==> src/verilog/icache_consts.svh <==
`ifndef ICACHE_CONSTS_SVH
`define ICACHE_CONSTS_SVH

//////////////////////////////////////////////////////////////////////
// cache geometry
//////////////////////////////////////////////////////////////////////

// 8-byte blocks, set index taken from address bits 5..3
`define ICACHE_NUM_SETS 8
`define ICACHE_SET_BITS 3
`define ICACHE_NUM_WAYS 4

//////////////////////////////////////////////////////////////////////
// request queue and prefetch
//////////////////////////////////////////////////////////////////////

`define ICACHE_QUEUE_LEN 8
`define ICACHE_PTR_BITS 3

// sequential blocks fetched beyond the demand block
`define ICACHE_NUM_PREFETCH 2

`endif

==> src/verilog/icache_pkg.sv <==
`default_nettype none

`include "icache_consts.svh"

package icache_pkg;

  // byte address and one instruction block
  typedef logic [31:0] addr_t;
  typedef logic [63:0] block_t;

  // address split, bits 5..3 pick the set and 31..6 form the tag
  typedef logic [`ICACHE_SET_BITS-1:0] set_idx_t;
  typedef logic [25:0] cache_tag_t;

  // bus transaction tag, zero means no transaction
  typedef logic [3:0] mem_tag_t;

  typedef logic [1:0] way_t;

  typedef enum logic [1:0] {
    BUS_NONE = 2'h0,
    BUS_LOAD = 2'h1
  } bus_command_t;

endpackage

`default_nettype wire

==> src/verilog/fetch_addr_gen.sv <==
`timescale 1ns/1ps
`default_nettype none

`include "icache_consts.svh"

module fetch_addr_gen (
  input  wire logic                                    clock,
  input  wire logic                                    reset,
  input  wire icache_pkg::addr_t                       fetch_addr,
  output logic                                         addr_changed,
  output icache_pkg::addr_t                            demand_block,
  output icache_pkg::addr_t [`ICACHE_NUM_PREFETCH-1:0] prefetch_blocks
);

  icache_pkg::addr_t last_addr;

  // all ones after reset so the first real address counts as new
  always_ff @(posedge clock) begin
    if (reset) begin
      last_addr <= '1;
    end else begin
      last_addr <= fetch_addr;
    end
  end

  always_comb begin
    addr_changed = (fetch_addr != last_addr);
  end

  // block aligned, 8 bytes per block
  always_comb begin
    demand_block = {fetch_addr[31:3], 3'b000};
  end

  for (genvar i = 0; i < `ICACHE_NUM_PREFETCH; i++) begin : g_prefetch
    always_comb begin
      prefetch_blocks[i] = demand_block + icache_pkg::addr_t'(8 * (i + 1));
    end
  end

endmodule

`default_nettype wire

==> config.mk <==
export PLATFORM = sky130hd
export DESIGN_NAME = fetch_addr_gen
export DESIGN_NICKNAME = d
export VERILOG_FILES = /design/src/verilog/icache_pkg.sv /design/src/verilog/fetch_addr_gen.sv
export VERILOG_INCLUDE_DIRS = /design/src /design/src/verilog
export SDC_FILE = /design/constraint.sdc
export NUM_CORES = 1
export LEC_CHECK = 0
export ABC_AREA = 1
export BUFFER_PORTS_ARGS = -buffer_cell sky130_fd_sc_hd__buf_2
export CAP_MARGIN = 10
export CORE_MARGIN = 1.5
export CORE_UTILIZATION = 45
export CTS_CLUSTER_SIZE = 28
export DETAILED_ROUTE_END_ITERATION = 10
export PLACE_DENSITY = 0.78
export SLEW_MARGIN = 10
export SYNTH_ARGS = -nofsm -noshare
export SYNTH_HDL_FRONTEND = slang
export SYNTH_SLANG_ARGS = --single-unit
==> constraint.sdc <==
create_clock -name clock -period 1.35 [get_ports clock]
set_input_delay 0.135 -clock clock [delete_from_list [all_inputs] [get_ports clock]]
set_output_delay 0.135 -clock clock [all_outputs]
set_load 0.01 [all_outputs]
==> impl_table.tex, run 1 <==
\begin{tabular}{lr}
\hline
Metric & Value \\
\hline
\multicolumn{2}{l}{\textbf{Yosys}} \\
\quad Unique masters post-synth & 24 \\
\quad Warnings, synthesis & 0 \\
\quad Combined area of all synthesized cells & 0.00283 mm\^{}2 \\
\quad Cell taking the most area after synthesis & sky130\_fd\_sc\_hd\_\_dfxtp\_1 \\
\quad Part of the Yosys area used for sequential elements & 22.7\% \\
\quad Main area contributors after synthesis & sky130\_fd\_sc\_hd\_\_dfxtp\_1, sky130\_fd\_sc\_hd\_\_nand2\_1, sky130\_fd\_sc\_hd\_\_buf\_4 \\
\quad Count of flip-flops with a built-in enable after synthesis & 0 \\
\quad Mean area per synthesized cell & 6.35 um\^{}2 \\
\quad Number of standard cells after synthesis & 445 \\
\quad Most numerous cell types in the synthesized netlist & sky130\_fd\_sc\_hd\_\_nand2\_1, sky130\_fd\_sc\_hd\_\_inv\_1, sky130\_fd\_sc\_hd\_\_nor2\_1, sky130\_fd\_sc\_hd\_\_buf\_4, sky130\_fd\_sc\_hd\_\_xor2\_1 \\
\quad Post-synthesis sequential element count & 32 \\
\quad Portion of synthesized cell area occupied by the leading cell type & 22.7\% \\
\quad Fraction of registers with async set or reset after synthesis & 0\% \\
\quad Count leader, synth & sky130\_fd\_sc\_hd\_\_nand2\_1 \\
\quad Most used flip-flop cell after synthesis & sky130\_fd\_sc\_hd\_\_dfxtp\_1 \\
\multicolumn{2}{l}{\textbf{STA}} \\
\quad Slew Viols, Final & 0 \\
\quad Final count of hold timing violations & 0 \\
\quad Final setup violation count & 45 \\
\quad Shortest clock period the worst path allows after layout & 1.71 ns \\
\quad Period utilisation layout & 126\% \\
\quad Crit path setup slack, layout & -0.356 ns \\
\quad Setup repair after global routing missed its margin & true \\
\quad Fmax & 586 MHz \\
\multicolumn{2}{l}{\textbf{Global routing}} \\
\quad Pin count of the biggest net entering global routing & 18 \\
\quad Residual overflow from global routing & 0 \\
\quad Number of antenna violations at the first check in global routing & 0 \\
\quad Wire length of the first global-routing pass & 16,500 um \\
\quad Vias in the first global route & 3,380 \\
\quad Combined global-route utilization of all metal layers & 33.0\% \\
\multicolumn{2}{l}{\textbf{Route}} \\
\quad Via count of the routed design & 4,133 \\
\quad Post-detailed-route count of antenna-violating nets & 0 \\
\quad Via/cell ratio & 5.92 \\
\quad DRC violation total after the first TritonRoute iteration & 540 \\
\quad Final wirelength & 15,600 um \\
\quad DR DRC count & 0 \\
\quad First drt pass iteration count & 5 \\
\quad Final routed wire length divided by cell count & 22.3 um \\
\multicolumn{2}{l}{\textbf{Status}} \\
\quad Failing checks & negative setup slack \\
\quad Result of the run & complete, but fails checks \\
\multicolumn{2}{l}{\textbf{Clocking}} \\
\quad Clk slew on worst S/H paths & 0.07 ns \\
\quad Clock root buffer master & sky130\_fd\_sc\_hd\_\_clkbuf\_8 \\
\quad Num CTS Buffers & 5 \\
\quad Clk sinks & 32 \\
\quad Clock tree from TritonCTS & built \\
\quad Max Root-Sink Buffers & 2 \\
\quad Htree depth & 2 \\
\multicolumn{2}{l}{\textbf{Critical path}} \\
\quad Worst setup path class & register to output port \\
\quad Worst path most repeated cell & sky130\_fd\_sc\_hd\_\_nand2\_1 \\
\quad Bufs and invs on worst path & 1 \\
\quad Data required time of the worst path & 1.22 ns \\
\quad Largest stage delay on the critical path & 0.33 ns \\
\quad Cell chain of the critical path & xnor2\_1, nand2\_1, nor2\_1, nand2\_1, nor2\_1, nand2\_1, buf\_2 \\
\quad Gate family responsible for the most delay along the worst path & simple AND/OR/NAND/NOR gates \\
\quad Slowest CP cell & sky130\_fd\_sc\_hd\_\_dfxtp\_1 \\
\quad Kind of end point of the critical path & output port \\
\quad CP Launch Type & register \\
\quad Crit-path max FO & 1 \\
\quad Data arrival, critical path & 1.57 ns \\
\multicolumn{2}{l}{\textbf{Place}} \\
\quad Half-perimeter wire length after detailed placement & 7130 um \\
\quad Port Buf Inserts & 121 \\
\quad Placement Cell Area & 0.00377 mm\^{}2 \\
\quad Placed Cells incl. Taps & 675 \\
\quad Gpl congestion & 0.925 \\
\multicolumn{2}{l}{\textbf{Floorplanning}} \\
\quad Total die area & 0.00677 mm\^{}2 \\
\quad Die height & 82.3 um \\
\quad Std-Cell Core Area & 0.00599 mm\^{}2 \\
\quad Number of top-level pins & 131 \\
\quad Horizontal die dimension & 82.3 um \\
\quad Effective utilization at floorplan & 47.2\% \\
\quad Row count & 28 \\
\multicolumn{2}{l}{\textbf{Job}} \\
\quad Max-Cap Viols & 0 \\
\multicolumn{2}{l}{\textbf{Final layout}} \\
\quad Number of flip-flops under the largest register name & 32 \\
\quad Register bank with the most flops & last\_addr \\
\quad Number of antenna repair diodes & 0 \\
\quad Post-layout nets & 659 \\
\quad Share of layout cells above drive strength 1 & 57.1\% \\
\quad Area overhead of the layout relative to synthesis & 73.9\% \\
\quad Final non-filler cell total & 698 \\
\quad Largest registers & last\_addr: 32 flops \\
\quad Core occupancy in the finished layout & 82.1\% \\
\quad Cell area after layout & 0.00492 mm\^{}2 \\
\multicolumn{2}{l}{\textbf{Power and ir drop}} \\
\quad Power Density & 624 mW/mm\^{}2 \\
\quad Cell leakage power & 2.44 nW \\
\quad Max IR drop VDD & 0.735 mV \\
\multicolumn{2}{l}{\textbf{Worst hold path}} \\
\quad Class of the most critical hold timing path & input pin to register \\
\hline
\end{tabular}
routing by layer:
| metal | GRT usage, % | wire [um] |
|---|---|---|
| met1 | 35.9 | 4990 |
| met2 | 57.0 | 7000 |
| met3 | 6.92 | 1990 |
| met4 | 22.9 | 1610 |
| met5 | 0 | 0 |
cells by family after synthesis:
kind of cell	share of synthesized area (%)
compound gates	0.531
xor+xnor	18.6
fa+ha+maj	1.33
buf+inv	17.8
flops	22.7
other cells	0.133
simple gates	39.0
per-stage QoR:
stage,total power [W],TNS [ns],setup WS [ns],hold slack [ns]
finish,0.00307,-5.18,-0.356,0.0615
global route,0.00316,-6.54,-0.406,0.0598
CTS,0.00275,-0.559,-0.124,0.0559
detailed placement,0.00188,-4.62,-0.207,0.355
global placement,0.00186,-3.22,-0.185,0.353
floorplan,0.00154,0,0.115,0.239
layout by cell type (no fill, tap or decap), types with 9 or more instances in the layout:
| cell type | count |
|---|---|
| sky130_fd_sc_hd__buf_2 | 98 |
| sky130_fd_sc_hd__nor2_1 | 12 |
| sky130_fd_sc_hd__xnor2_1 | 22 |
| sky130_fd_sc_hd__nand2_2 | 24 |
| sky130_fd_sc_hd__inv_1 | 29 |
| sky130_fd_sc_hd__nor2_2 | 10 |
| sky130_fd_sc_hd__nand2_1 | 115 |
| sky130_fd_sc_hd__buf_6 | 27 |
| sky130_fd_sc_hd__nand3_1 | 16 |
| sky130_fd_sc_hd__xor2_1 | 29 |
| sky130_fd_sc_hd__nor2_4 | 29 |
| sky130_fd_sc_hd__conb_1 | 9 |
| sky130_fd_sc_hd__nand2_4 | 13 |
| sky130_fd_sc_hd__dfxtp_1 | 30 |
| sky130_fd_sc_hd__buf_4 | 72 |
| sky130_fd_sc_hd__inv_2 | 12 |
path summary, 6_finish.rpt:
path / from / slack, ns / end / depth (start not counted)
min: fetch_addr[2] / 0.06 / last_addr[2] / 2
max: last_addr[14] / -0.36 / addr_changed / 7
where the power goes:
group | switching [W] | internal (W)
registers | 0.0000302 | 0.000996
clock network | 0.000421 | 0.000407
logic | 0.000709 | 0.000502
total | 0.00116 | 0.00190
final cells by class:
class	instances	area (um^2)
Clock inverter	2	10.0
Tap cell	75	93.8
Sequential cell	32	643
Fill cell	313	1070
Timing Repair Buffer	209	1500
Clock buffer	6	82.6
Inverter	45	176
Multi-Input combinational cell	329	2410
repair_timing:
| action | 4_1_cts | 5_1_grt |
|---|---|---|
| setup buffers | 9 | 9 |
| pin swaps | 22 | 71 |
| hold buffers | 0 | 0 |
| setup endpoints to repair | 46 | 48 |
| resized for setup | 95 | 161 |
No activity file was read; power rests on OpenSTA's default activity.
==> run 2: changes to the inputs <==
Settings changed: CORE_UTILIZATION 45 to 30, PLACE_DENSITY 0.78 to unset, SKIP_CTS_REPAIR_TIMING set to 1.
==> run 2 against run 1 <==
Against the previous run:
- the flow still finishes with violations (negative setup slack)
- first-iteration DRC count fell by 82%
- via count decreased by 20%
- worst hold slack lost 0.0013 ns
- worst setup slack improved by 0.22 ns
- fmax increased by 15%
- combinational power is 12% lower
- sequential power hardly changed
- global-route usage shrank 14 points
- flip-flop and latch count stayed put
- final cell count increased by 5.4%
- wire length shrank 35%
- largest cell class unchanged
==> impl_table.tex, run 2 (synthesis gave the netlist of run 1 again) <==
\begin{tabular}{lr}
\hline
Metric & Value \\
\hline
\multicolumn{2}{l}{\textbf{Status}} \\
\quad Result of the run & complete, but fails checks (unchanged) \\
\quad Failing checks & negative setup slack (unchanged) \\
\multicolumn{2}{l}{\textbf{Power and ir drop}} \\
\quad Max IR drop VDD & 0.370 mV (was 0.735 mV) \\
\quad Cell leakage power & 2.44 nW (about the same) \\
\quad Power Density & 597 mW/mm\^{}2 (was 624 mW/mm\^{}2) \\
\quad Power consumption & 0.00289 W (was 0.00307 W) \\
\multicolumn{2}{l}{\textbf{Job}} \\
\quad Max-Cap Viols & 0 (unchanged) \\
\multicolumn{2}{l}{\textbf{Critical path}} \\
\quad Data required time of the worst path & 1.22 ns (about the same) \\
\quad Kind of end point of the critical path & output port (unchanged) \\
\quad Capture point of the worst path & addr\_changed (unchanged) \\
\quad Worst path most repeated cell & sky130\_fd\_sc\_hd\_\_nand2\_1 (unchanged) \\
\quad Bufs and invs on worst path & 1 (unchanged) \\
\quad Slowest CP cell & sky130\_fd\_sc\_hd\_\_dfxtp\_1 (unchanged) \\
\quad CP Launch Type & register (unchanged) \\
\quad Cell chain of the critical path & xnor2\_2, nand2\_1, nor2\_1, nand2\_1, nor2\_2, nand2\_1, buf\_2 (was xnor2\_1, nand2\_1, nor2\_1, nand2\_1, nor2\_1, nand2\_1, buf\_2) \\
\quad Startpoint of the most critical setup path & last\_addr[11] (was last\_addr[14]) \\
\quad Data arrival, critical path & 1.35 ns (was 1.57 ns) \\
\quad Worst setup path class & register to output port (unchanged) \\
\quad Largest stage delay on the critical path & 0.35 ns (was 0.33 ns) \\
\quad Cell depth of the worst setup path & 7 (unchanged) \\
\quad Gate family responsible for the most delay along the worst path & simple AND/OR/NAND/NOR gates (unchanged) \\
\quad Crit-path max FO & 1 (unchanged) \\
\multicolumn{2}{l}{\textbf{Clocking}} \\
\quad Max Root-Sink Buffers & 2 (unchanged) \\
\quad Clock root buffer master & sky130\_fd\_sc\_hd\_\_clkbuf\_8 (unchanged) \\
\quad Clk sinks & 32 (unchanged) \\
\quad Htree depth & 2 (unchanged) \\
\quad Num CTS Buffers & 5 (unchanged) \\
\quad Clk slew on worst S/H paths & 0.07 ns (about the same) \\
\quad Clock tree from TritonCTS & built (unchanged) \\
\multicolumn{2}{l}{\textbf{Global routing}} \\
\quad Pin count of the biggest net entering global routing & 27 (was 18) \\
\quad Number of antenna violations at the first check in global routing & 0 (unchanged) \\
\quad Wire length of the first global-routing pass & 14,500 um (was 16,500 um) \\
\quad Vias in the first global route & 3,073 (was 3,380) \\
\quad Combined global-route utilization of all metal layers & 18.7\% (was 33.0\%) \\
\quad Residual overflow from global routing & 0 (unchanged) \\
\multicolumn{2}{l}{\textbf{Route}} \\
\quad Sum of met3 wire segment lengths after detailed routing & 585 um (was 1990 um) \\
\quad Via/cell ratio & 4.51 (was 5.92) \\
\quad First drt pass iteration count & 4 (was 5) \\
\quad Post-detailed-route count of antenna-violating nets & 0 (unchanged) \\
\quad Via count of the routed design & 3,316 (was 4,133) \\
\quad Length of routed wiring on met1 & 4230 um (was 4990 um) \\
\quad Sum of met2 wire segment lengths after detailed routing & 5070 um (was 7000 um) \\
\quad DR DRC count & 0 (unchanged) \\
\quad Uppermost routed layer & met4 (unchanged) \\
\quad Final wirelength & 10,100 um (was 15,600 um) \\
\quad Final routed wire length divided by cell count & 13.7 um (was 22.3 um) \\
\quad DRC violation total after the first TritonRoute iteration & 99 (was 540) \\
\multicolumn{2}{l}{\textbf{Place}} \\
\quad Half-perimeter wire length after detailed placement & 7860 um (was 7130 um) \\
\quad Gpl congestion & 0.935 (was 0.925) \\
\quad Placement Cell Area & 0.00388 mm\^{}2 (was 0.00377 mm\^{}2) \\
\quad Port Buf Inserts & 121 (unchanged) \\
\multicolumn{2}{l}{\textbf{Floorplanning}} \\
\quad Std-Cell Core Area & 0.00920 mm\^{}2 (was 0.00599 mm\^{}2) \\
\quad Number of top-level pins & 131 (unchanged) \\
\quad Row count & 35 (was 28) \\
\quad Horizontal die dimension & 100 um (was 82.3 um) \\
\quad Effective utilization at floorplan & 30.7\% (was 47.2\%) \\
\quad Total die area & 0.0100 mm\^{}2 (was 0.00677 mm\^{}2) \\
\quad Die height & 100 um (was 82.3 um) \\
\multicolumn{2}{l}{\textbf{Final layout}} \\
\quad Number of antenna repair diodes & 0 (unchanged) \\
\quad Number of flip-flops under the largest register name & 32 (unchanged) \\
\quad Most common cell after layout, fill and taps aside & sky130\_fd\_sc\_hd\_\_nand2\_1 (unchanged) \\
\quad Area overhead of the layout relative to synthesis & 71.2\% (was 73.9\%) \\
\quad Post-layout nets & 661 (was 659) \\
\quad Cell area after layout & 0.00484 mm\^{}2 (was 0.00492 mm\^{}2) \\
\quad Register bank with the most flops & last\_addr (unchanged) \\
\quad Largest registers & last\_addr: 32 flops (unchanged) \\
\quad Commonest cells after routing, fill and taps aside & sky130\_fd\_sc\_hd\_\_nand2\_1, sky130\_fd\_sc\_hd\_\_buf\_2, sky130\_fd\_sc\_hd\_\_buf\_4, sky130\_fd\_sc\_hd\_\_inv\_1, sky130\_fd\_sc\_hd\_\_xor2\_1 (was sky130\_fd\_sc\_hd\_\_nand2\_1, sky130\_fd\_sc\_hd\_\_buf\_2, sky130\_fd\_sc\_hd\_\_buf\_4, sky130\_fd\_sc\_hd\_\_dfxtp\_1) \\
\quad Share of layout cells above drive strength 1 & 55.2\% (was 57.1\%) \\
\multicolumn{2}{l}{\textbf{STA}} \\
\quad Final hold slack & 0.0602 ns (was 0.0615 ns) \\
\quad Shortest clock period the worst path allows after layout & 1.49 ns (was 1.71 ns) \\
\quad Fmax & 671 MHz (was 586 MHz) \\
\quad Final setup violation count & 11 (was 45) \\
\quad Slew Viols, Final & 0 (unchanged) \\
\quad Period utilisation layout & 110\% (was 126\%) \\
\quad Setup repair after global routing missed its margin & true (unchanged) \\
\quad Crit path setup slack, layout & -0.139 ns (was -0.356 ns) \\
\quad Final count of hold timing violations & 0 (unchanged) \\
\multicolumn{2}{l}{\textbf{Worst hold path}} \\
\quad Hold Crit Depth & 2 (unchanged) \\
\quad Class of the most critical hold timing path & input pin to register (unchanged) \\
\hline
\end{tabular}
[run 2: cell types whose count changed in the layout (fill, tap and decap cells not counted), moves of 3 or more]
| cell | before | now |
|---|---|---|
| sky130_fd_sc_hd__nand2_2 | 24 | 18 |
| sky130_fd_sc_hd__buf_12 | 5 | 2 |
| sky130_fd_sc_hd__nand3_1 | 16 | 19 |
| sky130_fd_sc_hd__buf_8 | 2 | 8 |
| sky130_fd_sc_hd__nor2_4 | 29 | 21 |
| sky130_fd_sc_hd__clkbuf_4 | 5 | 2 |
| sky130_fd_sc_hd__nand2_4 | 13 | 16 |
| sky130_fd_sc_hd__buf_6 | 27 | 19 |
| sky130_fd_sc_hd__nor3_2 | 5 | 2 |
| sky130_fd_sc_hd__nor2_2 | 10 | 16 |
| sky130_fd_sc_hd__nand2_8 | 4 | 1 |
| sky130_fd_sc_hd__buf_4 | 72 | 81 |
| sky130_fd_sc_hd__nand2_1 | 115 | 121 |
[run 2: worst min path at each step]
stage	start	endpoint	slack, ns
floorplan	reset	last_addr[0]	0.24
global placement	fetch_addr[1]	last_addr[1]	0.35
detailed placement	fetch_addr[0]	last_addr[0]	0.36
CTS	fetch_addr[2]	last_addr[2]	0.06
global route	fetch_addr[0]	last_addr[0]	0.06
finish	fetch_addr[0]	last_addr[0]	0.06
[run 2: per-layer routing]
layer	up-vias	global-route usage, %
li1	1647	-
met1	1545	23.7
met2	107	32.5
met3	17	3.83
met4	0	4.88
met5	-	0
[run 2: where the power goes]
group	internal, W	switching (W)	leakage [nW]
sequential	0.000996	0.0000243	0.266
clock	0.000416	0.000382	0.0455
combinational	0.000495	0.000573	2.13
[run 2: final cells by class]
type                       count  area (um^2)
timing repair buffer         211         1490
inverter                      45          176
tap                          111          139
clock buffer                   8         90.1
fill                         889         4360
sequential                    32          646
multi-input combinational    329         2290
[run 2: per-stage QoR]
stage	instances	setup TNS, ns	worst slack (ns)	util (%)
after global placement	720	-4.24	-0.242	42.2
final	736	-0.528	-0.139	52.6
after detailed placement	720	-5.14	-0.248	42.2
after global routing	736	-1.81	-0.231	52.6
after floorplan	453	0	0.115	-
after CTS	728	-5.45	-0.245	43.2
==> run 3: changes to the inputs <==
==> constraint.sdc (replaced) <==
create_clock -name clock -period 1.35 [get_ports clock]
set_input_delay 0.2025 -clock clock [delete_from_list [all_inputs] [get_ports clock]]
set_output_delay 0.2025 -clock clock [all_outputs]
set_load 0.01 [all_outputs]
==> run 3 against run 2 <==
Against the previous run:
- the run still ends with negative setup slack left
- non-clock buffer count increased by 26
- critical path depth is the same
- worst setup slack got worse by 0.18 ns
- power up 4.4%
- worst hold slack gained 0.066 ns
- sequential share of layout area down 1.4 points
- count of clock-buffer cells in the layout is the same
- die area unchanged
- via count grew 2.0%
- sequential power about the same
- utilization grew 6.0 points
- first-iteration DRC count is 27% lower
- critical path type unchanged
==> impl_table.tex, run 3 (synthesis gave the netlist of run 1 again) <==
\begin{tabular}{lr}
\hline
Metric & Value \\
\hline
\multicolumn{2}{l}{\textbf{Status}} \\
\quad Result of the run & complete, but fails checks (unchanged) \\
\quad Failing checks & negative setup slack (unchanged) \\
\multicolumn{2}{l}{\textbf{Route}} \\
\quad Via count of the routed design & 3,381 (was 3,316) \\
\quad Via/cell ratio & 4.44 (was 4.51) \\
\quad First drt pass iteration count & 4 (unchanged) \\
\quad Final routed wire length divided by cell count & 14.1 um (was 13.7 um) \\
\quad Post-detailed-route count of antenna-violating nets & 0 (unchanged) \\
\quad DR DRC count & 0 (unchanged) \\
\quad DRC violation total after the first TritonRoute iteration & 72 (was 99) \\
\quad Final wirelength & 10,700 um (was 10,100 um) \\
\multicolumn{2}{l}{\textbf{Worst hold path}} \\
\quad Class of the most critical hold timing path & input pin to register (unchanged) \\
\quad Hold Crit Depth & 2 (unchanged) \\
\multicolumn{2}{l}{\textbf{Final layout}} \\
\quad Core occupancy in the finished layout & 58.6\% (was 52.6\%) \\
\quad Multi-input logic area & 0.00245 mm\^{}2 (was 0.00229 mm\^{}2) \\
\quad Number of flip-flops under the largest register name & 32 (unchanged) \\
\quad Area of all sequential standard cells & 643 um\^{}2 (was 646 um\^{}2) \\
\quad Commonest cells after routing, fill and taps aside & sky130\_fd\_sc\_hd\_\_nand2\_1, sky130\_fd\_sc\_hd\_\_buf\_2, sky130\_fd\_sc\_hd\_\_buf\_4, sky130\_fd\_sc\_hd\_\_buf\_6 (was sky130\_fd\_sc\_hd\_\_nand2\_1, sky130\_fd\_sc\_hd\_\_buf\_2, sky130\_fd\_sc\_hd\_\_buf\_4, sky130\_fd\_sc\_hd\_\_inv\_1, sky130\_fd\_sc\_hd\_\_xor2\_1) \\
\quad Number of antenna repair diodes & 0 (unchanged) \\
\quad Largest registers & last\_addr: 32 flops (unchanged) \\
\quad Register bank with the most flops & last\_addr (unchanged) \\
\quad Share of layout cells above drive strength 1 & 58.8\% (was 55.2\%) \\
\quad Post-layout nets & 687 (was 661) \\
\quad Most common cell after layout, fill and taps aside & sky130\_fd\_sc\_hd\_\_nand2\_1 (unchanged) \\
\quad Final-layout fill cell count & 826 (was 889) \\
\quad Area overhead of the layout relative to synthesis & 90.7\% (was 71.2\%) \\
\quad Cell area after layout & 0.00539 mm\^{}2 (was 0.00484 mm\^{}2) \\
\multicolumn{2}{l}{\textbf{Clocking}} \\
\quad Num CTS Buffers & 5 (unchanged) \\
\quad Clock tree from TritonCTS & built (unchanged) \\
\quad Htree depth & 2 (unchanged) \\
\quad Clock root buffer master & sky130\_fd\_sc\_hd\_\_clkbuf\_8 (unchanged) \\
\quad Max Root-Sink Buffers & 2 (unchanged) \\
\quad Clk sinks & 32 (unchanged) \\
\quad Clk slew on worst S/H paths & 0.07 ns (about the same) \\
\multicolumn{2}{l}{\textbf{Place}} \\
\quad Placement Cell Area & 0.00394 mm\^{}2 (was 0.00388 mm\^{}2) \\
\quad Port Buf Inserts & 121 (unchanged) \\
\quad Gpl congestion & 0.920 (was 0.935) \\
\quad Half-perimeter wire length after detailed placement & 7880 um (was 7860 um) \\
\multicolumn{2}{l}{\textbf{Critical path}} \\
\quad Largest stage delay on the critical path & 0.31 ns (was 0.35 ns) \\
\quad Kind of end point of the critical path & output port (unchanged) \\
\quad Data arrival, critical path & 1.47 ns (was 1.35 ns) \\
\quad Data required time of the worst path & 1.15 ns (was 1.22 ns) \\
\quad Worst setup path class & register to output port (unchanged) \\
\quad Worst path most repeated cell & sky130\_fd\_sc\_hd\_\_nand2\_1 (unchanged) \\
\quad CP Launch Type & register (unchanged) \\
\quad Gate family responsible for the most delay along the worst path & simple AND/OR/NAND/NOR gates (unchanged) \\
\quad Cell chain of the critical path & xnor2\_1, nand2\_1, nor2\_1, nand2\_1, nor2\_1, nand2\_1, buf\_2 (was xnor2\_2, nand2\_1, nor2\_1, nand2\_1, nor2\_2, nand2\_1, buf\_2) \\
\quad Slowest CP cell & sky130\_fd\_sc\_hd\_\_dfxtp\_1 (unchanged) \\
\quad Cell depth of the worst setup path & 7 (unchanged) \\
\quad Crit-path max FO & 1 (unchanged) \\
\quad Bufs and invs on worst path & 1 (unchanged) \\
\multicolumn{2}{l}{\textbf{Job}} \\
\quad Max-Cap Viols & 0 (unchanged) \\
\multicolumn{2}{l}{\textbf{STA}} \\
\quad Period utilisation layout & 124\% (was 110\%) \\
\quad Final count of hold timing violations & 0 (unchanged) \\
\quad Final hold slack & 0.126 ns (was 0.0602 ns) \\
\quad Setup repair after global routing missed its margin & true (unchanged) \\
\quad Fmax & 598 MHz (was 671 MHz) \\
\quad Slew Viols, Final & 0 (unchanged) \\
\quad Crit path setup slack, layout & -0.323 ns (was -0.139 ns) \\
\quad Sum of negative setup slack & -4.19 ns (was -0.528 ns) \\
\quad Final setup violation count & 44 (was 11) \\
\quad Shortest clock period the worst path allows after layout & 1.67 ns (was 1.49 ns) \\
\multicolumn{2}{l}{\textbf{Floorplanning}} \\
\quad Effective utilization at floorplan & 30.7\% (unchanged) \\
\quad Row count & 35 (unchanged) \\
\quad Number of top-level pins & 131 (unchanged) \\
\quad Die height & 100 um (unchanged) \\
\quad Horizontal die dimension & 100 um (unchanged) \\
\quad Total die area & 0.0100 mm\^{}2 (unchanged) \\
\quad Std-Cell Core Area & 0.00920 mm\^{}2 (unchanged) \\
\multicolumn{2}{l}{\textbf{Global routing}} \\
\quad Wire length of the first global-routing pass & 14,500 um (about the same) \\
\quad Residual overflow from global routing & 0 (unchanged) \\
\quad Number of antenna violations at the first check in global routing & 0 (unchanged) \\
\quad Vias in the first global route & 2,998 (was 3,073) \\
\quad Pin count of the biggest net entering global routing & 27 (unchanged) \\
\quad Combined global-route utilization of all metal layers & 18.6\% (was 18.7\%) \\
\multicolumn{2}{l}{\textbf{Power and ir drop}} \\
\quad Max IR drop VDD & 0.322 mV (was 0.370 mV) \\
\quad Power consumption & 0.00302 W (was 0.00289 W) \\
\quad Cell leakage power & 2.67 nW (was 2.44 nW) \\
\quad Power Density & 560 mW/mm\^{}2 (was 597 mW/mm\^{}2) \\
\hline
\end{tabular}
==> run 3: changes by cell type in the layout (fill, tap and decap cells not counted), moves of 4 or more <==
cell,previous run,this run
sky130_fd_sc_hd__buf_12,2,12
sky130_fd_sc_hd__buf_2,99,94
sky130_fd_sc_hd__buf_4,81,85
sky130_fd_sc_hd__buf_6,19,38
sky130_fd_sc_hd__nand2_1,121,113
sky130_fd_sc_hd__nand2_8,1,7
sky130_fd_sc_hd__nor2_2,16,10
sky130_fd_sc_hd__nor2_4,21,30
sky130_fd_sc_hd__nor3_2,2,6
==> run 3: path summary, 6_finish.rpt <==
check | start | slack [ns] | to
setup / recovery | last_addr[4] | -0.32 | addr_changed
hold / removal | fetch_addr[2] | 0.13 | last_addr[2]
==> run 3: metal layers <==
layer / track usage (%) / wire length (um) / up-vias
met3: 2.86 / 516 / 19
met5: 0 / 0 / -
met4: 4.12 / 187 / 0
li1: - / - / 1705
met1: 23.6 / 4480 / 1544
met2: 33.3 / 5540 / 113
==> run 3: power by group <==
group | leakage, nW | internal (W) | switching (W) | total, W
clock network | 0.0455 | 0.000416 | 0.000378 | 0.000794
registers | 0.267 | 0.000996 | 0.0000234 | 0.00102
logic | 2.36 | 0.000591 | 0.000611 | 0.00120
==> run 3: per-stage QoR <==
| step | std cells | worst slack (ns) |
|---|---|---|
| finish | 762 | -0.323 |
| global route | 762 | -0.367 |
| CTS | 734 | -0.426 |
| detailed placement | 726 | -0.419 |
| global placement | 726 | -0.346 |
| floorplan | 453 | 0.00546 |
==> run 3: final cells by class <==
cell class,instances,area share (%)
clock buffer,8,1.67
inverter,45,3.23
timing repair buffer,237,35.1
multi-input combinational,329,45.5
sequential,32,11.9
tap,111,2.58
